`src/source/pad_pkg.sv`:
```
/*
 * Mirror padding DMA shared definitions
 * Widths, constants, FSM encodings and the bus and handshake structs
 */
package pad_pkg;

    localparam int unsigned TILE       = 4;  // Tile edge in words
    localparam int unsigned BUF_DIM    = 6;  // Tile plus one pad cell per side
    localparam int unsigned WORD_BYTES = 4;
    localparam int unsigned MIN_WIDTH  = 8;
    localparam int unsigned MAX_WIDTH  = 60;

    typedef logic [31:0] word_t;
    typedef logic [31:0] addr_t;      // Byte address
    typedef logic [5:0]  width_t;     // Matrix width W
    typedef logic [3:0]  tile_idx_t;
    typedef logic [2:0]  buf_idx_t;

    typedef enum logic [1:0] {RD_IDLE, RD_WAIT_CREDIT, RD_RREQ, RD_RDATA} reader_state_e;
    typedef enum logic [1:0] {WR_IDLE, WR_WREQ, WR_WDATA} writer_state_e;

    typedef struct packed {
        addr_t  src;
        addr_t  dst;
        width_t width;
    } dma_cfg_t;

    typedef struct packed {
        tile_idx_t tx;
        tile_idx_t ty;
        logic      pad_top;
        logic      pad_bot;
        logic      pad_left;
        logic      pad_right;
    } tile_desc_t;

    typedef struct packed {
        addr_t addr;
    } ar_req_t;

    typedef struct packed {
        word_t data;
        logic  last;
    } r_beat_t;

    typedef struct packed {
        addr_t      addr;
        logic [3:0] len;   // Beats minus one
    } aw_req_t;

    typedef struct packed {
        word_t data;
        logic  last;
    } w_beat_t;

    typedef struct packed {
        logic     valid;
        buf_idx_t row;
        buf_idx_t col;
        word_t    data;
    } buf_wr_t;

endpackage

```
`src/source/pad_dma_top.sv`:
```
/*
 * Mirror padding DMA top level
 * Reader, tile buffer and writer joined by a single tile credit
 */
`timescale 1ns/1ns

module pad_dma_top (
    input  logic              clk,
    input  logic              rst_n,
    input  logic              start_i,
    input  pad_pkg::addr_t    src_addr_i,
    input  pad_pkg::addr_t    dst_addr_i,
    input  pad_pkg::width_t   width_i,
    output logic              done_o,
    output pad_pkg::ar_req_t  ar_o,
    output logic              arvalid_o,
    input  logic              arready_i,
    input  pad_pkg::r_beat_t  r_i,
    input  logic              rvalid_i,
    output logic              rready_o,
    output pad_pkg::aw_req_t  aw_o,
    output logic              awvalid_o,
    input  logic              awready_i,
    output pad_pkg::w_beat_t  w_o,
    output logic              wvalid_o,
    input  logic              wready_i
);

    pad_pkg::buf_wr_t    buf_wr;
    pad_pkg::tile_desc_t load_desc;   // Reader to buffer
    pad_pkg::tile_desc_t ready_desc;  // Buffer to writer
    pad_pkg::dma_cfg_t   cfg;
    pad_pkg::buf_idx_t   rd_row, rd_col;
    pad_pkg::word_t      rd_data;
    logic                tile_loaded;
    logic                tile_ready;
    logic                credit_return;

    tile_reader u_reader (
        .clk             (clk),
        .rst_n           (rst_n),
        .start_i         (start_i),
        .src_addr_i      (src_addr_i),
        .dst_addr_i      (dst_addr_i),
        .width_i         (width_i),
        .done_o          (done_o),
        .ar_o            (ar_o),
        .arvalid_o       (arvalid_o),
        .arready_i       (arready_i),
        .r_i             (r_i),
        .rvalid_i        (rvalid_i),
        .rready_o        (rready_o),
        .buf_wr_o        (buf_wr),
        .tile_loaded_o   (tile_loaded),
        .tile_desc_o     (load_desc),
        .cfg_o           (cfg),
        .credit_return_i (credit_return)
    );

    tile_buffer u_buffer (
        .clk           (clk),
        .rst_n         (rst_n),
        .buf_wr_i      (buf_wr),
        .tile_loaded_i (tile_loaded),
        .tile_desc_i   (load_desc),
        .tile_ready_o  (tile_ready),
        .tile_desc_o   (ready_desc),
        .rd_row_i      (rd_row),
        .rd_col_i      (rd_col),
        .rd_data_o     (rd_data)
    );

    tile_writer u_writer (
        .clk             (clk),
        .rst_n           (rst_n),
        .cfg_i           (cfg),
        .tile_ready_i    (tile_ready),
        .tile_desc_i     (ready_desc),
        .rd_row_o        (rd_row),
        .rd_col_o        (rd_col),
        .rd_data_i       (rd_data),
        .aw_o            (aw_o),
        .awvalid_o       (awvalid_o),
        .awready_i       (awready_i),
        .w_o             (w_o),
        .wvalid_o        (wvalid_o),
        .wready_i        (wready_i),
        .credit_return_o (credit_return)
    );

endmodule

```
`src/source/tile_buffer.sv`:
```
/*
 * 6x6 tile buffer
 * Captures read beats into the interior and fills flagged borders by reflection
 */
`timescale 1ns/1ns

module tile_buffer (
    input  logic                 clk,
    input  logic                 rst_n,
    input  pad_pkg::buf_wr_t     buf_wr_i,
    input  logic                 tile_loaded_i,
    input  pad_pkg::tile_desc_t  tile_desc_i,
    output logic                 tile_ready_o,
    output pad_pkg::tile_desc_t  tile_desc_o,
    input  pad_pkg::buf_idx_t    rd_row_i,
    input  pad_pkg::buf_idx_t    rd_col_i,
    output pad_pkg::word_t       rd_data_o
);

    pad_pkg::word_t mem [pad_pkg::BUF_DIM][pad_pkg::BUF_DIM];  // mem[row][col]

    // Mirror source index for one axis
    function automatic pad_pkg::buf_idx_t refl_idx(
        input int unsigned idx,
        input logic        pad_lo,
        input logic        pad_hi
    );
        if (pad_lo && idx == 0)
            return pad_pkg::buf_idx_t'(2);                     // m(-1) = 1
        if (pad_hi && idx == pad_pkg::BUF_DIM - 1)
            return pad_pkg::buf_idx_t'(pad_pkg::BUF_DIM - 3);  // m(W) = W-2
        return pad_pkg::buf_idx_t'(idx);
    endfunction

    always_ff @(posedge clk) begin
        if (buf_wr_i.valid)
            mem[buf_wr_i.row][buf_wr_i.col] <= buf_wr_i.data;
        if (tile_loaded_i) begin
            tile_desc_o <= tile_desc_i;
            // Interior cells map onto themselves, corners reflect on both axes
            for (int r = 0; r < pad_pkg::BUF_DIM; r++) begin
                for (int c = 0; c < pad_pkg::BUF_DIM; c++) begin
                    mem[r][c] <= mem[refl_idx(r, tile_desc_i.pad_top, tile_desc_i.pad_bot)]
                                    [refl_idx(c, tile_desc_i.pad_left, tile_desc_i.pad_right)];
                end
            end
        end
    end

    always_ff @(posedge clk) begin
        if (!rst_n)
            tile_ready_o <= 1'b0;
        else
            tile_ready_o <= tile_loaded_i;  // Padding done by then
    end

    assign rd_data_o = mem[rd_row_i][rd_col_i];

endmodule

```
`src/source/tile_reader.sv`:
```
/*
 * Tile reader: takes the start command, walks 4x4 tiles in raster order
 * and fetches each tile row as a 4-beat read burst into the tile buffer
 */
`timescale 1ns/1ns

module tile_reader (
    input  logic                 clk,
    input  logic                 rst_n,
    input  logic                 start_i,
    input  pad_pkg::addr_t       src_addr_i,
    input  pad_pkg::addr_t       dst_addr_i,
    input  pad_pkg::width_t      width_i,
    output logic                 done_o,
    output pad_pkg::ar_req_t     ar_o,
    output logic                 arvalid_o,
    input  logic                 arready_i,
    input  pad_pkg::r_beat_t     r_i,
    input  logic                 rvalid_i,
    output logic                 rready_o,
    output pad_pkg::buf_wr_t     buf_wr_o,
    output logic                 tile_loaded_o,
    output pad_pkg::tile_desc_t  tile_desc_o,
    output pad_pkg::dma_cfg_t    cfg_o,
    input  logic                 credit_return_i
);

    pad_pkg::reader_state_e state;
    pad_pkg::tile_idx_t     tx, ty;
    pad_pkg::tile_idx_t     last_tile;
    pad_pkg::tile_desc_t    cur_desc;
    pad_pkg::addr_t         src_row;
    logic [1:0]             row_cnt;     // Row within the tile
    logic [1:0]             beat_cnt;    // Beat within the row burst
    logic                   credit;      // Single tile credit
    logic                   credit_avail;
    logic                   finished;    // Last tile already loaded
    logic                   width_ok;
    logic                   row_done;

    assign width_ok = (width_i >= pad_pkg::MIN_WIDTH) && (width_i <= pad_pkg::MAX_WIDTH) &&
                      (width_i % pad_pkg::TILE == 0);
    assign last_tile    = pad_pkg::tile_idx_t'(cfg_o.width / pad_pkg::TILE - 1);
    assign credit_avail = credit || credit_return_i;  // Returned credit usable at once
    assign row_done     = (state == pad_pkg::RD_RDATA) && rvalid_i && r_i.last;

    always_comb begin
        cur_desc.tx        = tx;
        cur_desc.ty        = ty;
        cur_desc.pad_top   = (ty == 0);
        cur_desc.pad_bot   = (ty == last_tile);
        cur_desc.pad_left  = (tx == 0);
        cur_desc.pad_right = (tx == last_tile);
    end

    // Source row index is 4*ty + row
    assign src_row   = pad_pkg::addr_t'(ty) * pad_pkg::TILE + pad_pkg::addr_t'(row_cnt);
    assign ar_o.addr = cfg_o.src + (src_row * pad_pkg::addr_t'(cfg_o.width) +
                       pad_pkg::addr_t'(tx) * pad_pkg::TILE) * pad_pkg::WORD_BYTES;

    assign arvalid_o = (state == pad_pkg::RD_RREQ);
    assign rready_o  = (state == pad_pkg::RD_RDATA);
    assign done_o    = (state == pad_pkg::RD_IDLE);

    // Interior of the buffer sits at indices 1..4
    assign buf_wr_o.valid = (state == pad_pkg::RD_RDATA) && rvalid_i;
    assign buf_wr_o.row   = pad_pkg::buf_idx_t'(row_cnt) + 3'd1;
    assign buf_wr_o.col   = pad_pkg::buf_idx_t'(beat_cnt) + 3'd1;
    assign buf_wr_o.data  = r_i.data;

    always_ff @(posedge clk) begin
        if (!rst_n) begin
            state         <= pad_pkg::RD_IDLE;
            credit        <= 1'b1;
            finished      <= 1'b0;
            tx            <= '0;
            ty            <= '0;
            row_cnt       <= '0;
            beat_cnt      <= '0;
            tile_loaded_o <= 1'b0;
        end else begin
            tile_loaded_o <= 1'b0;
            if (credit_return_i)
                credit <= 1'b1;
            case (state)
                pad_pkg::RD_IDLE: begin
                    if (start_i && width_ok) begin  // Bad widths are ignored
                        state    <= pad_pkg::RD_RREQ;
                        credit   <= 1'b0;
                        finished <= 1'b0;
                        tx       <= '0;
                        ty       <= '0;
                        row_cnt  <= '0;
                        beat_cnt <= '0;
                    end
                end
                pad_pkg::RD_WAIT_CREDIT: begin
                    if (credit_avail) begin
                        if (finished) begin
                            state <= pad_pkg::RD_IDLE;
                        end else begin
                            state  <= pad_pkg::RD_RREQ;
                            credit <= 1'b0;
                        end
                    end
                end
                pad_pkg::RD_RREQ: begin
                    if (arready_i)
                        state <= pad_pkg::RD_RDATA;
                end
                pad_pkg::RD_RDATA: begin
                    if (rvalid_i)
                        beat_cnt <= beat_cnt + 2'd1;
                    if (row_done) begin
                        beat_cnt <= '0;
                        row_cnt  <= row_cnt + 2'd1;  // Wraps to 0 after the fourth row
                        if (row_cnt == pad_pkg::TILE - 1) begin
                            tile_loaded_o <= 1'b1;
                            state         <= pad_pkg::RD_WAIT_CREDIT;
                            if (tx == last_tile) begin
                                tx <= '0;
                                if (ty == last_tile)
                                    finished <= 1'b1;
                                else
                                    ty <= ty + 4'd1;
                            end else begin
                                tx <= tx + 4'd1;
                            end
                        end else begin
                            state <= pad_pkg::RD_RREQ;
                        end
                    end
                end
                default: state <= pad_pkg::RD_IDLE;
            endcase
        end
    end

    // Command and tile descriptor payload
    always_ff @(posedge clk) begin
        if (state == pad_pkg::RD_IDLE && start_i && width_ok) begin
            cfg_o.src   <= src_addr_i;
            cfg_o.dst   <= dst_addr_i;
            cfg_o.width <= width_i;
        end
        if (row_done && row_cnt == pad_pkg::TILE - 1)
            tile_desc_o <= cur_desc;  // Captured before tx/ty advance
    end

endmodule

```
`src/source/tile_writer.sv`:
```
/*
 * Tile writer: streams the padded window of each tile as one write burst
 * per output row, then hands the tile credit back to the reader
 */
`timescale 1ns/1ns

module tile_writer (
    input  logic                 clk,
    input  logic                 rst_n,
    input  pad_pkg::dma_cfg_t    cfg_i,
    input  logic                 tile_ready_i,
    input  pad_pkg::tile_desc_t  tile_desc_i,
    output pad_pkg::buf_idx_t    rd_row_o,
    output pad_pkg::buf_idx_t    rd_col_o,
    input  pad_pkg::word_t       rd_data_i,
    output pad_pkg::aw_req_t     aw_o,
    output logic                 awvalid_o,
    input  logic                 awready_i,
    output pad_pkg::w_beat_t     w_o,
    output logic                 wvalid_o,
    input  logic                 wready_i,
    output logic                 credit_return_o
);

    pad_pkg::writer_state_e state;
    pad_pkg::buf_idx_t      row, col;
    pad_pkg::buf_idx_t      first_row, last_row;
    pad_pkg::buf_idx_t      first_col, last_col;
    pad_pkg::addr_t         dst_row, dst_col;

    // Window bounds follow the descriptor the buffer holds until the next tile
    assign first_row = tile_desc_i.pad_top   ? 3'd0 : 3'd1;
    assign last_row  = tile_desc_i.pad_bot   ? 3'd5 : 3'd4;
    assign first_col = tile_desc_i.pad_left  ? 3'd0 : 3'd1;
    assign last_col  = tile_desc_i.pad_right ? 3'd5 : 3'd4;

    assign dst_row = pad_pkg::addr_t'(tile_desc_i.ty) * pad_pkg::TILE + pad_pkg::addr_t'(row);
    assign dst_col = pad_pkg::addr_t'(tile_desc_i.tx) * pad_pkg::TILE +
                     pad_pkg::addr_t'(first_col);

    // Destination stride is W+2
    assign aw_o.addr = cfg_i.dst + (dst_row * (pad_pkg::addr_t'(cfg_i.width) + 32'd2) +
                       dst_col) * pad_pkg::WORD_BYTES;
    assign aw_o.len  = 4'(last_col - first_col);
    assign awvalid_o = (state == pad_pkg::WR_WREQ);

    assign rd_row_o = row;
    assign rd_col_o = col;
    assign w_o.data = rd_data_i;
    assign w_o.last = (col == last_col);
    assign wvalid_o = (state == pad_pkg::WR_WDATA);

    always_ff @(posedge clk) begin
        if (!rst_n) begin
            state           <= pad_pkg::WR_IDLE;
            row             <= '0;
            col             <= '0;
            credit_return_o <= 1'b0;
        end else begin
            credit_return_o <= 1'b0;
            case (state)
                pad_pkg::WR_IDLE: begin
                    if (tile_ready_i) begin
                        row   <= first_row;
                        state <= pad_pkg::WR_WREQ;
                    end
                end
                pad_pkg::WR_WREQ: begin
                    if (awready_i) begin
                        col   <= first_col;
                        state <= pad_pkg::WR_WDATA;
                    end
                end
                pad_pkg::WR_WDATA: begin
                    if (wready_i) begin
                        if (w_o.last) begin
                            if (row == last_row) begin
                                state           <= pad_pkg::WR_IDLE;
                                credit_return_o <= 1'b1;  // Tile fully written
                            end else begin
                                row   <= row + 3'd1;
                                state <= pad_pkg::WR_WREQ;
                            end
                        end else begin
                            col <= col + 3'd1;
                        end
                    end
                end
                default: state <= pad_pkg::WR_IDLE;
            endcase
        end
    end

endmodule

```
`config.mk`:
```
export PLATFORM = sky130hd
export DESIGN_NAME = pad_dma_top
export DESIGN_NICKNAME = d
export VERILOG_FILES = /design/src/source/pad_pkg.sv /design/src/source/pad_dma_top.sv /design/src/source/tile_buffer.sv /design/src/source/tile_reader.sv /design/src/source/tile_writer.sv
export SDC_FILE = /design/constraint.sdc
export NUM_CORES = 2
export LEC_CHECK = 0
export ABC_AREA = 0
export ABC_CLOCK_PERIOD_IN_PS = 18850
export BUFFER_PORTS_ARGS = -buffer_cell sky130_fd_sc_hd__buf_2
export CORE_MARGIN = 2
export CORE_UTILIZATION = 30
export CTS_BUF_LIST = sky130_fd_sc_hd__clkbuf_4
export CTS_CLUSTER_SIZE = 20
export DETAILED_ROUTE_END_ITERATION = 12
export PLACE_DENSITY = 0.55
export SYNTH_ARGS = -nofsm -noshare
export SYNTH_HDL_FRONTEND = slang
export SYNTH_SLANG_ARGS = --single-unit
```
`constraint.sdc`:
```
create_clock -name clk -period 18.85 [get_ports clk]
set_input_delay 0.9425 -clock clk [delete_from_list [all_inputs] [get_ports clk]]
set_output_delay 0.9425 -clock clk [all_outputs]
set_load 0.005 [all_outputs]
```
==> impl_metrics.ini <==
[finish]
layout_commonest_cell = edfxtp_1
finish.utilization_pct = 34.6
fillers = 24400
drive_above_1_share_pct = 31.7
seq_area_um2 = 49600
layout_common_cells = edfxtp_1, clkbuf_4, a21o_1
multiInputGateArea_um2 = 25700
fin_cells = 8617
nets = 5262
area_growth_syn_to_layout_pct = 14.7

[setup_path]
path_max_fanout = 16
crit_start = u_reader.cfg_o[1]
required_ns = 17.91
r2r_start = u_reader.tile_loaded_o
critical_path.slowest_cell = edfxtp_1
worst_setup_path_end_kind = output port
max_stage_delay_ns = 0.70
cp.depth = 24
reg2reg_depth = 5
r2r_setup_slack_ns = 14.76
critPathKind = reg -> out
cp_top_family = adder cells
crit_path_start_kind = flip-flop
worst_ep_arrival_time_ns = 8.44
cpMostUsedCell = fa_1
cp_num_buf_inv = 4
path_cells = ha_1 -> nand3_1 -> xnor2_1 -> nand2_1 -> fa_1 -> fa_1 -> inv_1 -> fa_1 -> inv_1 -> fa_1 -> inv_1 -> ha_1 -> o21a_1 -> a21boi_0 -> o21ai_0 -> o21ai_0 -> xor2_1 -> ha_1 -> and2_1 -> nand3_1 -> o311ai_2 -> nand4_1 -> xnor2_1 -> buf_2
r2r_end = u_buffer.mem[1][29]

[power_and_ir_drop]
p_per_area_nw_per_um2 = 82.6
total_leakage_power_nw = 30.8
ir_drop_mv = 0.0574

[placement]
pre_cts_ws_ns = 10.93
dp.cells = 7803
hpwl_um = 131000
numPortBuffers = 214
gp_routability_congestion = 0.793

[clock_tree]
cts_buffers = 430
clock-root-buffer = clkbuf_4
cts_sinks = 1660
cts_tree = yes
cts_htree_levels = 5
clk_pin_slew_ns = 0.07
clk_path_buf_depth = 4
clk_latency_ns = 1.44
cts_resized = 0

[sta]
hold_violations = 0
rsz0062_at_grt = false
slew_headroom_pct = 17.4
worst_slack_ns = 9.46
period_share_pct = 49.8
worstMarginPinSlew_ns = 1.24
final.min_clock_period_ns = 9.39
final-setup-viol-count = 0
timing.fmax_mhz = 107
fin_tns_setup_ns = 0
fin_worst_skew_ns = 0.160
slew_violations = 0

[global_routing]
grt.total_usage_pct = 18.2
grt_pass1_vias = 47700
antenna_found_initial = 17
grt_max_degree = 108
grt_pass1_wl_um = 341000
overflow = 0

[worst_hold_path]
worst_hold_startpoint = r_i[27]
whs_path_depth = 1
hold_path.class = in -> reg
hold-path-endpoint = u_buffer.mem[6][58]

[floorplan]
start_util_pct = 30.2
rows = 185
die_area_um2 = 260000
core_area_um2 = 254000
die_w_um = 510
die_h_um = 510
ios = 216

[job]
maxCapViolCount = 0

[yosys]
synth_warnings = 0
yosysSeqAreaShare_pct = 64.6
synthArstFlopShare_pct = 0
synth.net_count = 4712
synth-seq-cells = 1660
syn_inst = 4425
yosys.area.top_type_share_pct = 63.8
synth_cell_types = 82
yosysTopAreaCell = edfxtp_1
avgSynthCellArea_um2 = 17.3
syn-cell-area_um2 = 76700
synth.area.top_cells = edfxtp_1, mux4_2, a21o_1
synth_edf_count = 1630
synth_ff_type = edfxtp_1

[drt]
drt_wl_total_um = 239000
routedWlPerCell_um = 27.7
drtAntennaViolNets = 0
first_iter_violations = 4494
first_pass_iters = 6
vias = 46100
drc = 0
via_per_inst = 5.35

[status]
outcome = finished clean
[how the worst max path moves through the flow]
stage,slack (ns),to
3_3_place_gp,11.05,aw_o[31]
5_1_grt,8.80,aw_o[29]
3_5_place_dp,10.93,aw_o[29]
6_report,9.46,aw_o[29]
4_1_cts,9.38,aw_o[29]
2_1_floorplan,11.99,aw_o[31]
[through the flow]
stage               hold WS (ns)  area [um^2]  total power [mW]
global placement           0.405        82000              4.39
detailed placement         0.406        82000              4.40
floorplan                  0.400        76700              4.30
finish                     0.157        88000              7.27
global route              0.0748        88000              7.56
CTS                       0.0348        88000              7.36
[flip-flops by register name (all words and copies together), names as in the netlist, 3 cells and up, named ones only]
name,cells
u_buffer.mem,1513
u_reader.cfg_o,70
u_buffer.tile_desc_o,12
u_reader.tile_desc_o,12
u_reader.tx,4
u_reader.ty,4
u_writer.rd_col_o,3
u_writer.rd_row_o,3
[final cells by class]
type                            count  area share [%]
Tap cell                         3366            4.78
Clock inverter                     96           0.459
Antenna cell                        5          0.0142
Multi-Input combinational cell   2325            29.2
Inverter                          113           0.482
Sequential cell                  1660            56.3
Clock buffer                      607            5.18
Timing Repair Buffer              445            3.53
[logic make-up after synthesis]
family          after synthesis  share of synthesized area [%]
buf+inv                     440                           2.52
other cells                   1                        0.00489
xor+xnor                     84                          0.995
mux                         685                           16.6
compound gates              905                           8.99
flops                      1660                           64.6
simple gates                473                           2.96
fa+ha+maj                   177                           3.39
[per-layer routing]
layer	vias to the layer above	share of wire, %	wire length (um)	global-route usage, %
met4	0	3.1	7470	6.38
met5	-	0	0	0
met3	434	7.0	16800	3.20
met2	2034	49	117000	30.1
li1	19300	-	-	-
met1	24400	41	98300	24.0
[synth_stat cells, types with 18 or more instances]
cell type	count
o21ai_0	45
o31ai_1	35
xnor2_1	52
ha_1	126
nand2_1	126
edfxtp_1	1630
nor3_1	24
buf_4	18
inv_1	110
nor2b_1	46
dfxtp_1	30
o21bai_1	27
xor2_1	30
clkbuf_1	202
mux4_2	448
a221o_1	128
mux2_2	158
mux2i_1	44
a21o_1	485
nor2_1	132
mux2_1	35
fa_1	51
buf_2	69
o22ai_1	33
buf_1	21
and2_1	41
a21oi_1	67
nand3_1	37
[power by group]
| group | switching (mW) | internal, mW |
|---|---|---|
| combinational | 0.152 | 0.112 |
| clock | 1.46 | 1.48 |
| sequential | 0.00881 | 4.06 |
| total | 1.62 | 5.65 |
[timing repair]
action / CTS / global route
hold endpoints to repair: 769 / 0
hold buffers: 106 / 0
buffers inserted: 0 / 0
Power figures use the tool's default switching activity.
